**config.mk**
```make
export PLATFORM = sky130hd
export DESIGN_NAME = ciSubsystem
export DESIGN_NICKNAME = d
export VERILOG_FILES = /design/src/hw/ciPkg.sv /design/src/hw/ciSubsystem.sv /design/src/hw/strobeControl.sv /design/src/hw/busErrorCounter.sv /design/src/hw/microDelay.sv /design/src/hw/ciDispatcher.sv /design/src/hw/resetStretcher.sv
export SDC_FILE = /design/constraint.sdc
export NUM_CORES = 1
export LEC_CHECK = 0
export BUFFER_PORTS_ARGS = -buffer_cell sky130_fd_sc_hd__buf_2
export CORE_MARGIN = 5
export CORE_UTILIZATION = 50
export CTS_CLUSTER_SIZE = 12
export DETAILED_ROUTE_END_ITERATION = 12
export GPL_TIMING_DRIVEN = 0
export PLACE_DENSITY = 0.69
export SYNTH_ARGS = -nofsm -noshare
export SYNTH_HDL_FRONTEND = slang
export SYNTH_HIERARCHICAL = 1
export SYNTH_SLANG_ARGS = --single-unit
export TNS_END_PERCENT = 10
```
**constraint.sdc**
```tcl
create_clock -name s_systemClock -period 5.6 [get_ports s_systemClock]
set_input_delay 0.84 -clock s_systemClock [delete_from_list [all_inputs] [get_ports s_systemClock]]
set_output_delay 0.84 -clock s_systemClock [all_outputs]
set_load 0.01 [all_outputs]
```
**src/hw/ciPkg.sv**
```systemverilog
`default_nettype none

package ciPkg;

  // Operand and result word of the custom-instruction port
  typedef logic [31:0] ciWord_t;
  typedef logic [7:0] ciNumber_t;

  // Strobe delay or length in system clock cycles
  typedef logic [15:0] strobeCount_t;

  localparam ciNumber_t CI_ID_SWAP_BYTE = 8'd1;
  localparam ciNumber_t CI_ID_DELAY = 8'd6;
  localparam ciNumber_t CI_ID_BUS_ERROR = 8'd10;
  localparam ciNumber_t CI_ID_STROBE = 8'd14;

  // Strobe sub-operations, carried in ciDataA[1:0]
  localparam logic [1:0] STROBE_OP_READ = 2'd0;
  localparam logic [1:0] STROBE_OP_SET_DELAY = 2'd1;
  localparam logic [1:0] STROBE_OP_SET_LENGTH = 2'd2;

  typedef enum logic {
    DISPATCH_IDLE,
    DISPATCH_WAITING
  } dispatchState_t;

  typedef enum logic {
    DELAY_IDLE,
    DELAY_COUNTING
  } delayState_t;

  typedef enum logic [1:0] {
    STROBE_IDLE,
    STROBE_WAITING,
    STROBE_ACTIVE
  } strobeState_t;

endpackage

`default_nettype wire
```
**src/hw/ciSubsystem.sv**
```systemverilog
`timescale 1ns/10ps
`default_nettype none

module ciSubsystem #(
  parameter int CLOCKS_PER_MICROSECOND = 75,
  parameter int RESET_CYCLES = 16
) (
  input  logic             s_systemClock,
  input  logic             s_pllLocked,
  input  logic             ciStart,
  input  ciPkg::ciNumber_t ciN,
  input  ciPkg::ciWord_t   ciDataA,
  input  ciPkg::ciWord_t   ciDataB,
  input  logic             busError,
  input  logic             camVsync,
  output logic             ciDone,
  output ciPkg::ciWord_t   ciResult,
  output logic             strobe
);
  import ciPkg::*;

  logic s_reset;
  logic s_delayStart, s_errorStart, s_strobeStart;
  logic s_delayDone, s_errorDone, s_strobeDone;
  ciWord_t s_delayResult, s_errorResult, s_strobeResult;

  resetStretcher #(
    .RESET_CYCLES(RESET_CYCLES)
  ) resetGen (
    .s_systemClock(s_systemClock),
    .s_pllLocked(s_pllLocked),
    .reset(s_reset)
  );

  ciDispatcher dispatcher (
    .s_systemClock(s_systemClock),
    .reset(s_reset),
    .ciStart(ciStart),
    .ciN(ciN),
    .ciDataA(ciDataA),
    .ciDataB(ciDataB),
    .delayStart(s_delayStart),
    .errorStart(s_errorStart),
    .strobeStart(s_strobeStart),
    .delayDone(s_delayDone),
    .errorDone(s_errorDone),
    .strobeDone(s_strobeDone),
    .delayResult(s_delayResult),
    .errorResult(s_errorResult),
    .strobeResult(s_strobeResult),
    .ciDone(ciDone),
    .ciResult(ciResult)
  );

  microDelay #(
    .CLOCKS_PER_MICROSECOND(CLOCKS_PER_MICROSECOND)
  ) delayMicro (
    .s_systemClock(s_systemClock),
    .reset(s_reset),
    .start(s_delayStart),
    .microseconds(ciDataA),
    .done(s_delayDone),
    .result(s_delayResult)
  );

  busErrorCounter errorCounter (
    .s_systemClock(s_systemClock),
    .reset(s_reset),
    .busError(busError),
    .start(s_errorStart),
    .clearRequest(ciDataB[0]),
    .done(s_errorDone),
    .result(s_errorResult)
  );

  // Vsync is sampled in the system clock domain
  strobeControl strobeCtrl (
    .s_systemClock(s_systemClock),
    .reset(s_reset),
    .trigger(camVsync),
    .start(s_strobeStart),
    .operation(ciDataA),
    .value(ciDataB),
    .done(s_strobeDone),
    .result(s_strobeResult),
    .strobe(strobe)
  );

endmodule

`default_nettype wire

```
**src/hw/strobeControl.sv**
```systemverilog
`timescale 1ns/10ps
`default_nettype none

module strobeControl (
  input  logic           s_systemClock,
  input  logic           reset,
  input  logic           trigger,
  input  logic           start,
  input  ciPkg::ciWord_t operation,
  input  ciPkg::ciWord_t value,
  output logic           done,
  output ciPkg::ciWord_t result,
  output logic           strobe
);
  import ciPkg::*;

  strobeState_t state;
  logic [2:0] triggerSync;
  logic triggerRise;
  strobeCount_t strobeDelay;
  strobeCount_t strobeLength;
  strobeCount_t phaseCount;
  ciWord_t readBack;

  // Two sync flops, the third only remembers the previous level
  assign triggerRise = triggerSync[1] && !triggerSync[2];
  assign strobe = state == STROBE_ACTIVE;
  assign result = readBack;

  always_ff @(posedge s_systemClock or posedge reset) begin
    if (reset) begin
      state <= STROBE_IDLE;
      triggerSync <= '0;
      strobeDelay <= '0;
      strobeLength <= '0;
      phaseCount <= '0;
      done <= 1'b0;
    end else begin
      triggerSync <= {triggerSync[1:0], trigger};
      done <= start;
      if (start) begin
        case (operation[1:0])
          STROBE_OP_SET_DELAY: strobeDelay <= value[15:0];
          STROBE_OP_SET_LENGTH: strobeLength <= value[15:0];
          default: strobeDelay <= strobeDelay;
        endcase
      end
      case (state)
        STROBE_IDLE: begin
          // A zero length keeps the strobe off
          if (triggerRise && (strobeLength != '0)) begin
            if (strobeDelay == '0) begin
              state <= STROBE_ACTIVE;
              phaseCount <= strobeLength;
            end else begin
              state <= STROBE_WAITING;
              phaseCount <= strobeDelay;
            end
          end
        end
        STROBE_WAITING: begin
          if (phaseCount <= 16'd1) begin
            state <= (strobeLength == '0) ? STROBE_IDLE : STROBE_ACTIVE;
            phaseCount <= strobeLength;
          end else begin
            phaseCount <= phaseCount - 16'd1;
          end
        end
        STROBE_ACTIVE: begin
          if (phaseCount <= 16'd1) begin
            state <= STROBE_IDLE;
          end else begin
            phaseCount <= phaseCount - 16'd1;
          end
        end
        default: state <= STROBE_IDLE;
      endcase
    end
  end

  always_ff @(posedge s_systemClock) begin
    if (start) begin
      readBack <= (operation[1:0] == STROBE_OP_READ) ? {strobeLength, strobeDelay} : '0;
    end
  end

endmodule

`default_nettype wire

```
**src/hw/busErrorCounter.sv**
```systemverilog
`timescale 1ns/10ps
`default_nettype none

module busErrorCounter (
  input  logic           s_systemClock,
  input  logic           reset,
  input  logic           busError,
  input  logic           start,
  input  logic           clearRequest,
  output logic           done,
  output ciPkg::ciWord_t result
);
  import ciPkg::*;

  ciWord_t errorCount;
  ciWord_t countSnapshot;
  logic clearPending;

  always_ff @(posedge s_systemClock or posedge reset) begin
    if (reset) begin
      errorCount <= '0;
      clearPending <= 1'b0;
      done <= 1'b0;
    end else begin
      done <= start;
      clearPending <= start && clearRequest;
      // Restart in the done cycle, keeping a pulse that lands there
      if (clearPending) begin
        errorCount <= ciWord_t'(busError);
      end else if (busError) begin
        errorCount <= errorCount + 32'd1;
      end
    end
  end

  // Count as it was before the start cycle
  always_ff @(posedge s_systemClock) begin
    if (start) begin
      countSnapshot <= errorCount;
    end
  end

  assign result = countSnapshot;

endmodule

`default_nettype wire

```
**src/hw/microDelay.sv**
```systemverilog
`timescale 1ns/10ps
`default_nettype none

module microDelay #(
  parameter int CLOCKS_PER_MICROSECOND = 75
) (
  input  logic           s_systemClock,
  input  logic           reset,
  input  logic           start,
  input  ciPkg::ciWord_t microseconds,
  output logic           done,
  output ciPkg::ciWord_t result
);
  import ciPkg::*;

  localparam int PRESCALE_WIDTH = $clog2(CLOCKS_PER_MICROSECOND + 1);
  localparam logic [PRESCALE_WIDTH-1:0] PRESCALE_LAST =
      PRESCALE_WIDTH'(CLOCKS_PER_MICROSECOND - 1);

  delayState_t state;
  logic [PRESCALE_WIDTH-1:0] prescale;
  ciWord_t remaining;
  logic microTick;

  assign microTick = prescale == PRESCALE_LAST;
  assign result = '0;

  always_ff @(posedge s_systemClock or posedge reset) begin
    if (reset) begin
      state <= DELAY_IDLE;
      prescale <= '0;
      remaining <= '0;
      done <= 1'b0;
    end else begin
      done <= 1'b0;
      case (state)
        DELAY_IDLE: begin
          prescale <= '0;
          if (start) begin
            // Zero microseconds answers on the next cycle
            if (microseconds == '0) begin
              done <= 1'b1;
            end else begin
              remaining <= microseconds;
              state <= DELAY_COUNTING;
            end
          end
        end
        DELAY_COUNTING: begin
          if (microTick) begin
            prescale <= '0;
            remaining <= remaining - 32'd1;
            if (remaining == 32'd1) begin
              done <= 1'b1;
              state <= DELAY_IDLE;
            end
          end else begin
            prescale <= prescale + 1'b1;
          end
        end
        default: state <= DELAY_IDLE;
      endcase
    end
  end

endmodule

`default_nettype wire

```
**src/hw/ciDispatcher.sv**
```systemverilog
`timescale 1ns/10ps
`default_nettype none

module ciDispatcher (
  input  logic             s_systemClock,
  input  logic             reset,
  input  logic             ciStart,
  input  ciPkg::ciNumber_t ciN,
  input  ciPkg::ciWord_t   ciDataA,
  input  ciPkg::ciWord_t   ciDataB,
  output logic             delayStart,
  output logic             errorStart,
  output logic             strobeStart,
  input  logic             delayDone,
  input  logic             errorDone,
  input  logic             strobeDone,
  input  ciPkg::ciWord_t   delayResult,
  input  ciPkg::ciWord_t   errorResult,
  input  ciPkg::ciWord_t   strobeResult,
  output logic             ciDone,
  output ciPkg::ciWord_t   ciResult
);
  import ciPkg::*;

  dispatchState_t state;
  ciNumber_t pendingId;
  logic accept;
  logic isSwap;
  logic isUnit;
  logic unitDone;
  ciWord_t unitResult;
  ciWord_t swapResult;

  // Nothing is answered while the internal reset is held
  assign accept = ciStart && !reset && (state == DISPATCH_IDLE);
  assign isSwap = ciN == CI_ID_SWAP_BYTE;
  assign isUnit = (ciN == CI_ID_DELAY) || (ciN == CI_ID_BUS_ERROR) || (ciN == CI_ID_STROBE);

  assign delayStart = accept && (ciN == CI_ID_DELAY);
  assign errorStart = accept && (ciN == CI_ID_BUS_ERROR);
  assign strobeStart = accept && (ciN == CI_ID_STROBE);

  // Bit 0 of B picks full reversal or half-word swap
  assign swapResult = ciDataB[0] ?
      {ciDataA[23:16], ciDataA[31:24], ciDataA[7:0], ciDataA[15:8]} :
      {ciDataA[7:0], ciDataA[15:8], ciDataA[23:16], ciDataA[31:24]};

  // Only the pending unit may answer
  always_comb begin
    unitDone = 1'b0;
    unitResult = '0;
    if (state == DISPATCH_WAITING) begin
      case (pendingId)
        CI_ID_DELAY: begin
          unitDone = delayDone;
          unitResult = delayResult;
        end
        CI_ID_BUS_ERROR: begin
          unitDone = errorDone;
          unitResult = errorResult;
        end
        CI_ID_STROBE: begin
          unitDone = strobeDone;
          unitResult = strobeResult;
        end
        default: unitDone = 1'b0;
      endcase
    end
  end

  // Swap and unknown numbers finish in the start cycle
  assign ciDone = (accept && !isUnit) || unitDone;
  assign ciResult = (accept && isSwap) ? swapResult : (unitDone ? unitResult : '0);

  always_ff @(posedge s_systemClock or posedge reset) begin
    if (reset) begin
      state <= DISPATCH_IDLE;
      pendingId <= '0;
    end else if (accept && isUnit) begin
      state <= DISPATCH_WAITING;
      pendingId <= ciN;
    end else if (unitDone) begin
      state <= DISPATCH_IDLE;
    end
  end

endmodule

`default_nettype wire

```
**src/hw/resetStretcher.sv**
```systemverilog
`timescale 1ns/10ps
`default_nettype none

module resetStretcher #(
  parameter int RESET_CYCLES = 16
) (
  input  logic s_systemClock,
  input  logic s_pllLocked,
  output logic reset
);

  localparam int COUNT_WIDTH = $clog2(RESET_CYCLES + 1);
  localparam logic [COUNT_WIDTH-1:0] COUNT_LAST = COUNT_WIDTH'(RESET_CYCLES);

  logic [COUNT_WIDTH-1:0] lockCount;

  // Saturates once the PLL has been stable long enough
  always_ff @(posedge s_systemClock or negedge s_pllLocked) begin
    if (!s_pllLocked) begin
      lockCount <= '0;
    end else if (lockCount != COUNT_LAST) begin
      lockCount <= lockCount + 1'b1;
    end
  end

  assign reset = lockCount != COUNT_LAST;

endmodule

`default_nettype wire

```
==> results of run 1 <==
-- worst min path at each step --
stage / startpoint / end / slack, ns
finish: s_pllLocked / resetGen/lockCount[4] / 0.13
detailed placement: strobeCtrl/triggerSync[0] / strobeCtrl/triggerSync[1] / 0.34
global route: s_pllLocked / resetGen/lockCount[0] / 0.12
floorplan: strobeCtrl/triggerSync[0] / strobeCtrl/triggerSync[1] / 0.33
CTS: s_pllLocked / resetGen/lockCount[4] / 0.12
global placement: strobeCtrl/triggerSync[0] / strobeCtrl/triggerSync[1] / 0.33
-- area by class of cell --
class,instances,share of cell area
Multi-Input combinational cell,794,0.421
Sequential cell,207,0.407
Clock buffer,33,0.0477
Buffer,93,0.0391
Timing Repair Buffer,95,0.0380
Tap cell,319,0.0295
Inverter,37,0.0103
Clock inverter,10,0.00713
-- critical path, delay by kind of cell (launching register included) --
kind | cells | cell delay (ns)
AND/OR/NAND/NOR | 3 | 0.97
buffers and inverters | 4 | 0.87
flip-flops | 1 | 0.41
AO/OA/AOI/OAI | 1 | 0.37
adder cells (fa/ha/maj) | 1 | 0.17
-- where the power goes --
group          switching, W  internal, W
Clock              0.000623     0.000855
Combinational      0.000720     0.000464
Sequential         0.000126      0.00166
Total               0.00147      0.00297
-- synth_stat cells (28+ instances only) --
master      n  area [um2]
o22ai_1    30         188
inv_1      36         135
dfrtp_1   143        3580
nor3_1     42         210
buf_4      34         255
o31ai_1    29         218
or4_1      28         210
nor2_1     69         259
a22oi_1    34         255
a21oi_1    38         190
edfxtp_1   64        1920
mux2i_1    40         400
mux2_2     67         754
nand2_1    54         203
and2_1     30         188
clkbuf_1   40         150
-- state kept, by name, summed over array words and instances, names as in the netlist, 2 cells and up --
name	count
delayMicro/remaining	32
errorCounter/errorCount	32
errorCounter/result	32
strobeCtrl/result	32
strobeCtrl/phaseCount	16
strobeCtrl/strobeDelay	16
strobeCtrl/strobeLength	16
dispatcher/pendingId	8
delayMicro/prescale	7
resetGen/lockCount	5
strobeCtrl/triggerSync	3
strobeCtrl/state	2
-- per-stage QoR --
| step | hold WS [ns] | utilization |
|---|---|---|
| after CTS | 0.116 | 0.581 |
| final | 0.128 | 0.581 |
| after floorplan | 0.331 | - |
| after global routing | 0.122 | 0.581 |
| after global placement | 0.334 | 0.547 |
| after detailed placement | 0.336 | 0.549 |
-- kinds of logic after synthesis --
kind of cell	Yosys count	share of synthesized area
and+or+nand+nor	363	0.178
AOI/OAI and AO/OA	256	0.166
DFF	207	0.469
buffers and inverters	130	0.0568
muxes	110	0.102
xor gates and xnor gates	20	0.0149
adders and majority gates	13	0.0139
other	1	0.000320
-- layer usage --
metal / up-vias / routed length, um / share of wire / global-route usage
li1: 4476 / - / - / -
met1: 4782 / 14900 / 0.44 / 0.372
met2: 428 / 15000 / 0.44 / 0.382
met3: 77 / 3010 / 0.088 / 0.0532
met4: 0 / 1030 / 0.030 / 0.0759
met5: - / 0 / 0 / 0
-- cell usage in the layout, fill, tap and decap left out, types with 8 or more instances in the layout --
cell type    n
buf_4       34
or3_1       12
dfrtp_1    143
nand3_1     21
nor3_1      42
buf_2      104
nand4_1     14
clkbuf_16   24
a22o_1      15
xor2_1       8
nor2_1      68
mux2i_1     40
a22oi_1     34
inv_1       33
nand2b_1    11
ha_1        13
o22ai_2     10
xnor2_1     12
o21ai_0     13
and2_1      30
mux2_2      67
o211ai_1     8
a221o_1      9
o31ai_1     29
o22ai_1     30
or4_1       28
conb_1      32
nor4_1      27
a21oi_1     38
edfxtp_1    64
a211oi_1    13
nand2_1     54
clkbuf_1    48
==> impl_metrics.csv, run 1 <==
group,metric,value,unit
status,status,"finished, final reports clean",
sta,max-slew-margin-rel,0.348,
synthesis,synth_cell_type_count,89,
floorplan,io_pins,111,
drt,drtPass1Iterations,6,
grt,grt_pass1_vias,9329,
sta,layout_setup_ws,1.46,ns
synthesis,synth-seq-area-share,0.469,
drt,drtIter0Drc,1180,
placement,gp_congestion,0.935,
power,powerDensity,329,nW/um2
setup_path,critPathSlowestCell,"clkbuf_1",
setup_path,path_common_cell,"inv_1",
clock_tree,clk_pin_slew,0.06,ns
flow_run,drv_cap,0,
drt,vias,9763,
clock_tree,post_cts_buffers,0,
placement,port_buffers,93,
layout,area_delta_synth_final,15.1,%
synthesis,ys.flop_type,"dfrtp_1",
placement,pre_cts_ws,1.80,ns
clock_tree,clock-root-buffer,"clkbuf_16",
clock_tree,cts_tree,"yes",
layout,drive_gt1_frac,0.233,
synthesis,ys.warnings.count,6,
floorplan,die-area,26600,um2
setup_path,cp.required,4.76,ns
worst_hold_path,hold_class,"input port to async pin",
placement,dpl_cell_area,12800,um2
layout,seqCellArea,5500,um2
floorplan,std_cell_rows,56,
setup_path,arrival,3.30,ns
floorplan,die_w,163,um
synthesis,async_flop_share,0.691,
clock_tree,clk_latency,0.52,ns
sta,period_share,0.739,
sta,setup_violations,0,
drt,wirelength,34000,um
drt,route.detailed.drc,0,
sta,grt_setup_unrepaired,"false",
setup_path,critPathMaxFanout,10,
layout,nets,1342,
clock_tree,cts.repair.resized,0,
setup_path,worstSetupEndpointType,"output port",
drt,drtAntennaViolNets,0,
synthesis,synthCells,1100,
grt,grt_pass1_wl,53300,um
setup_path,rr_worst_depth,10,
clock_tree,numClockSinks,207,
grt,antenna_found_initial,0,
setup_path,reg2reg_from,"resetGen/lockCount[0]",
synthesis,syn_area_per_cell,10.7,um2
power,ir_drop,0.269,mV
synthesis,synth_area,11700,um2
grt,grt_max_degree,43,
sta,fin_crit,4.14,ns
layout,multi_input_area,5690,um2
placement,dp_cells,1545,
sta,fmax,0.242,GHz
setup_path,setup.worst_path.start_class,"flop",
power,p_leak,5.31,nW
drt,wl_per_cell,21.4,um
sta,skew,0.00880,ns
layout,finalInstanceArea,13500,um2
layout,final_cells,1588,
clock_tree,clockBufferDepth,3,
setup_path,regToRegSetupSlack,1.78,ns
floorplan,die_y,163,um
setup_path,crit_end,"ciResult[21]",
power,p_total,0.00444,W
clock_tree,ctsHoldBuffers,0,
placement,hpwl,25300,um
setup_path,path_cells,"inv_1, ha_1, and4bb_4, inv_1, nor3b_1, nand4_1, clkbuf_1, o22ai_1, buf_2",
sta,fin_setup_tns,0,ns
drt,vias_per_cell,6.15,
clock_tree,htree_levels,1,
setup_path,max_stage_delay,0.45,ns
floorplan,core_area,23300,um2
synthesis,synth_edf_count,64,
layout,antenna_cells,0,
sta,drv_slew,0,
sta,hold_viol_final,0,
grt,grt_use_total,0.254,
synthesis,ys_seq_elements,207,
floorplan,initial_utilization,0.505,
layout,n_fill_cell,2018,
grt,gr-total-overflow,0,
sta,tightest_slew,0.976,ns
setup_path,r2r_end,"strobeCtrl/strobeLength[14]",
setup_path,critPathKind,"flop to output port",
clock_tree,numCtsBuffers,24,
setup_path,worstSetupStartpoint,"resetGen/lockCount[0]",
Power figures use the tool's default switching activity.
==> run 2, diff against run 1 <==
==> constraint.sdc (replaced) <==
create_clock -name s_systemClock -period 4.2 [get_ports s_systemClock]
set_input_delay 0.63 -clock s_systemClock [delete_from_list [all_inputs] [get_ports s_systemClock]]
set_output_delay 0.63 -clock s_systemClock [all_outputs]
set_load 0.01 [all_outputs]
==> impl_metrics.csv, run 2 (same netlist as run 1, synthesis figures left out) <==
group,metric,value,unit
power,powerDensity,439,nW/um2
worst_hold_path,hp-start,"camVsync",
layout,final_cell_mix,"dfrtp_1 (143), buf_2 (104), nor2_1 (68), mux2_2 (67), edfxtp_1 (64)",
clock_tree,htree_levels,1,
clock_tree,cts.repair.resized,0,
setup_path,critPathKind,"flop to output port",
sta,fin_crit,3.90,ns
clock_tree,clock-root-buffer,"clkbuf_16",
floorplan,core_area,23300,um2
floorplan,die_w,163,um
worst_hold_path,whs_endpoint,"strobeCtrl/triggerSync[0]",
power,ir_drop,0.358,mV
layout,drive_gt1_frac,0.233,
worst_hold_path,hold_class,"input port to flop",
layout,final_cells,1589,
setup_path,arrival,3.27,ns
setup_path,rr_worst_depth,10,
grt,grt_pass1_vias,9329,
setup_path,worstSetupEndpointType,"output port",
drt,drtIter0Drc,1134,
flow_run,drv_cap,0,
power,p_sw,0.00197,W
drt,drtPass1Iterations,6,
placement,gp_congestion,0.935,
drt,vias_per_cell,6.17,
layout,nets,1343,
clock_tree,numClockSinks,207,
clock_tree,clk_latency,0.52,ns
clock_tree,clk_pin_slew,0.05,ns
setup_path,r2r_end,"strobeCtrl/strobeDelay[0]",
sta,drv_slew,0,
floorplan,io_pins,111,
placement,port_buffers,93,
power,p_leak,5.31,nW
setup_path,critPathMaxFanout,10,
setup_path,setup.worst_path.start_class,"flop",
power,clkPwrFrac,0.333,
worst_hold_path,min_path_cells,1,
sta,period_share,0.928,
grt,gr-total-overflow,0,
status,status,"finished, final reports clean",
floorplan,die_y,163,um
floorplan,std_cell_rows,56,
drt,route.detailed.drc,0,
power,p_int,0.00397,W
power,sw_frac_of_total,0.332,
drt,wl_per_cell,21.4,um
sta,grt_setup_unrepaired,"false",
sta,holdWs,0.222,ns
setup_path,regToRegSetupSlack,0.38,ns
grt,antenna_found_initial,0,
floorplan,die-area,26600,um2
layout,area_delta_synth_final,15.2,%
floorplan,initial_utilization,0.505,
sta,skew,0.00782,ns
sta,hold_viol_final,0,
setup_path,cp.required,3.57,ns
sta,fmax,0.257,GHz
clock_tree,cts_tree,"yes",
clock_tree,post_cts_buffers,0,
setup_path,reg2reg_from,"resetGen/lockCount[0]",
grt,grt_use_total,0.254,
sta,setup_violations,0,
placement,hpwl,25300,um
layout,final_common_cell,"dfrtp_1",
drt,drtAntennaViolNets,0,
layout,antenna_cells,0,
sta,tightest_slew,0.978,ns
power,p_comb_frac,0.267,
grt,grt_max_degree,43,
grt,grt_pass1_wl,53300,um
drt,vias,9806,
clock_tree,clockBufferDepth,3,
drt,wirelength,34100,um
layout,n_fill_cell,2015,
power,p_total,0.00593,W
clock_tree,ctsHoldBuffers,1,
placement,dp_cells,1545,
sta,max-slew-margin-rel,0.346,
clock_tree,numCtsBuffers,24,
power,pwr-share-seq,0.400,
-- run 2: cell type report --
cell class | count | area, um2 | share of cell area
Multi-Input combinational cell | 794 | 5690 | 0.421
Sequential cell | 207 | 5500 | 0.407
Clock buffer | 33 | 644 | 0.0476
Buffer | 93 | 528 | 0.0390
Timing Repair Buffer | 96 | 523 | 0.0387
Tap cell | 319 | 399 | 0.0295
Inverter | 37 | 139 | 0.0103
Clock inverter | 10 | 96.3 | 0.00712
-- run 2: worst max-delay path by stage --
stage,start,to,slack (ns),cells past startpoint
after CTS,resetGen/lockCount[0],ciResult[21],0.31,9
after global routing,resetGen/lockCount[0],strobeCtrl/strobeLength[14],0.12,10
after detailed placement,resetGen/lockCount[0],strobeCtrl/strobeLength[11],0.40,10
after floorplan,resetGen/lockCount[0],strobeCtrl/strobeDelay[0],0.71,10
after global placement,resetGen/lockCount[0],strobeCtrl/strobeLength[14],-0.13,10
final,resetGen/lockCount[0],ciResult[21],0.30,9
-- run 2: power groups by stage --
stage / clock network, W / registers [W] / logic, W
2_1_floorplan: 0 / 0.00236 / 0.00114
3_3_place_gp: 0 / 0.00240 / 0.00152
3_5_place_dp: 0 / 0.00240 / 0.00154
4_1_cts: 0.00201 / 0.00237 / 0.00154
5_1_grt: 0.00211 / 0.00239 / 0.00172
6_report: 0.00198 / 0.00237 / 0.00158
-- run 2: through the flow --
stage / worst slack [ns] / utilization / area [um2] / TNS [ns]
4_1_cts: 0.310 / 0.581 / 13500 / 0
6_report: 0.303 / 0.581 / 13500 / 0
5_1_grt: 0.117 / 0.581 / 13500 / 0
2_1_floorplan: 0.714 / - / 11900 / 0
3_5_place_dp: 0.404 / 0.549 / 12800 / 0
3_3_place_gp: -0.127 / 0.547 / 12700 / -2.63
-- run 2: critical path, stage by stage (launching register included) --
cell and delay, ns:
dfrtp_1 0.41, inv_1 0.08, ha_1 0.17, and4bb_4 0.27
inv_1 0.14, nor3b_1 0.32, nand4_1 0.37, clkbuf_1 0.44
o22ai_1 0.37, buf_2 0.20
-- run 2: layer usage --
layer / share of wire / track usage / up-vias / routed length, um
li1: - / - / 4488 / -
met1: 0.44 / 0.372 / 4807 / 14900
met2: 0.44 / 0.382 / 429 / 15000
met3: 0.086 / 0.0532 / 82 / 2940
met4: 0.033 / 0.0759 / 0 / 1120
met5: 0 / 0 / - / 0
==> run 3, diff against run 2 <==
--- a/config.mk
+++ b/config.mk
@@ -12,6 +12,7 @@
 export DETAILED_ROUTE_END_ITERATION = 12
 export GPL_TIMING_DRIVEN = 0
 export PLACE_DENSITY = 0.69
+export RECOVER_POWER = 25
 export SYNTH_ARGS = -nofsm -noshare
 export SYNTH_HDL_FRONTEND = slang
 export SYNTH_HIERARCHICAL = 1
==> impl_metrics.csv, run 3 (same netlist as run 1, synthesis figures left out) <==
group,metric,value,unit
status,status,"finished, final reports clean",
grt,grt_use_total,0.254,
clock_tree,clk_pin_slew,0.05,ns
power,sw_frac_of_total,0.331,
power,clkPwrFrac,0.333,
setup_path,arrival,3.25,ns
drt,wirelength,34100,um
sta,fmax,0.257,GHz
placement,dp_cells,1545,
sta,max-slew-margin-rel,0.339,
floorplan,die-area,26600,um2
setup_path,critPathSlowestCell,"clkbuf_1",
power,ir_drop,0.358,mV
layout,area_delta_synth_final,15.1,%
layout,final_cells,1589,
floorplan,die_w,163,um
clock_tree,numClockSinks,207,
setup_path,worstSetupStartpoint,"resetGen/lockCount[0]",
clock_tree,htree_levels,1,
setup_path,setup.worst_path.start_class,"flop",
setup_path,path_cells,"inv_1, ha_1, and4bb_4, inv_1, nor3b_1, nand4_1, clkbuf_1, o22ai_1, buf_2",
layout,final_cell_mix,"dfrtp_1 (143), buf_2 (102), nor2_1 (68), mux2_2 (67), edfxtp_1 (64)",
layout,n_fill_cell,2021,
power,p_int,0.00397,W
drt,route.detailed.drc,0,
power,p_leak,5.29,nW
clock_tree,cts_tree,"yes",
sta,skew,0.00905,ns
flow_run,drv_cap,0,
setup_path,crit_end,"ciResult[21]",
placement,hpwl,25300,um
sta,grt_setup_unrepaired,"false",
layout,final_common_cell,"dfrtp_1",
drt,drtAntennaViolNets,0,
drt,drtIter0Drc,1191,
placement,port_buffers,93,
worst_hold_path,hold_class,"input port to flop",
setup_path,critPathMaxFanout,10,
drt,vias_per_cell,6.15,
floorplan,io_pins,111,
placement,pre_cts_ws,0.404,ns
drt,wl_per_cell,21.5,um
sta,hold_viol_final,0,
setup_path,path_common_cell,"inv_1",
sta,fin_crit,3.88,ns
floorplan,std_cell_rows,56,
sta,drv_slew,0,
floorplan,core_area,23300,um2
sta,tightest_slew,0.989,ns
clock_tree,clk_latency,0.52,ns
drt,drtPass1Iterations,6,
setup_path,worstSetupEndpointType,"output port",
clock_tree,numCtsBuffers,24,
sta,layout_setup_ws,0.316,ns
grt,grt_max_degree,43,
layout,nets,1343,
placement,gp_congestion,0.935,
layout,antenna_cells,0,
setup_path,max_stage_delay,0.45,ns
setup_path,critPathKind,"flop to output port",
clock_tree,post_cts_buffers,0,
power,powerDensity,439,nW/um2
power,p_total,0.00593,W
setup_path,r2r_end,"strobeCtrl/strobeLength[14]",
setup_path,cp.required,3.57,ns
grt,antenna_found_initial,0,
drt,vias,9779,
layout,final_util,0.581,
floorplan,die_y,163,um
power,p_sw,0.00197,W
layout,drive_gt1_frac,0.228,
setup_path,regToRegSetupSlack,0.38,ns
grt,grt_pass1_wl,53300,um
grt,grt_pass1_vias,9329,
clock_tree,clock-root-buffer,"clkbuf_16",
grt,gr-total-overflow,0,
clock_tree,clockBufferDepth,3,
power,pwr-share-seq,0.400,
power,p_comb_frac,0.267,
sta,setup_violations,0,
worst_hold_path,min_path_cells,1,
floorplan,initial_utilization,0.505,
sta,period_share,0.925,
setup_path,rr_worst_depth,10,
setup_path,reg2reg_from,"resetGen/lockCount[0]",
[run 3: worst min path at each step]
stage                                 to                      start  slack [ns]
2_1_floorplan      resetGen/lockCount[0]                s_pllLocked        0.33
3_3_place_gp   strobeCtrl/triggerSync[1]  strobeCtrl/triggerSync[0]        0.33
3_5_place_dp   strobeCtrl/triggerSync[1]  strobeCtrl/triggerSync[0]        0.34
4_1_cts        strobeCtrl/triggerSync[0]                   camVsync        0.20
5_1_grt        strobeCtrl/triggerSync[0]                   camVsync        0.20
6_report       strobeCtrl/triggerSync[0]                   camVsync        0.22
[run 3: power groups by stage]
stage	Sequential [W]	Combinational [W]	Clock [W]
2_1_floorplan	0.00236	0.00114	0
3_3_place_gp	0.00240	0.00152	0
3_5_place_dp	0.00240	0.00154	0
4_1_cts	0.00237	0.00154	0.00201
5_1_grt	0.00239	0.00172	0.00211
6_report	0.00237	0.00158	0.00198
[run 3: cell type report]
class	count	area (um2)	share of cell area
Multi-Input combinational cell	794	5690	0.421
Sequential cell	207	5500	0.407
Clock buffer	33	644	0.0477
Buffer	93	524	0.0388
Timing Repair Buffer	96	520	0.0385
Tap cell	319	399	0.0295
Inverter	37	139	0.0103
Clock inverter	10	96.3	0.00713
[run 3: per-stage QoR]
| step | setup TNS, ns | hold slack (ns) | instance area [um2] |
|---|---|---|---|
| 2_1_floorplan | 0 | 0.331 | 11900 |
| 3_3_place_gp | -2.63 | 0.334 | 12700 |
| 3_5_place_dp | 0 | 0.336 | 12800 |
| 4_1_cts | 0 | 0.197 | 13500 |
| 5_1_grt | 0 | 0.204 | 13500 |
| 6_report | 0 | 0.221 | 13500 |
[run 3: timing repair]
action                    4_1_cts  5_1_grt
resized for setup               0        0
hold buffers                    1        0
hold endpoints to repair        5        0
[run 3: per-layer routing]
layer  GRT usage  vias up  part of all wire  routed length [um]
met5           0        -                 0                   0
met4      0.0759        0             0.029                1000
met3      0.0532       80             0.087                2970
met2       0.382      446              0.45               15200
met1       0.372     4775              0.44               14900
li1            -     4478                 -                   -
[run 3: critical path, delay by kind of cell, from the launching register on]
kind | cells | cell delay (ns)
AND/OR/NAND/NOR | 3 | 0.96
buffers and inverters | 4 | 0.85
flip-flops | 1 | 0.41
AO/OA/AOI/OAI | 1 | 0.36
adder cells (fa/ha/maj) | 1 | 0.17
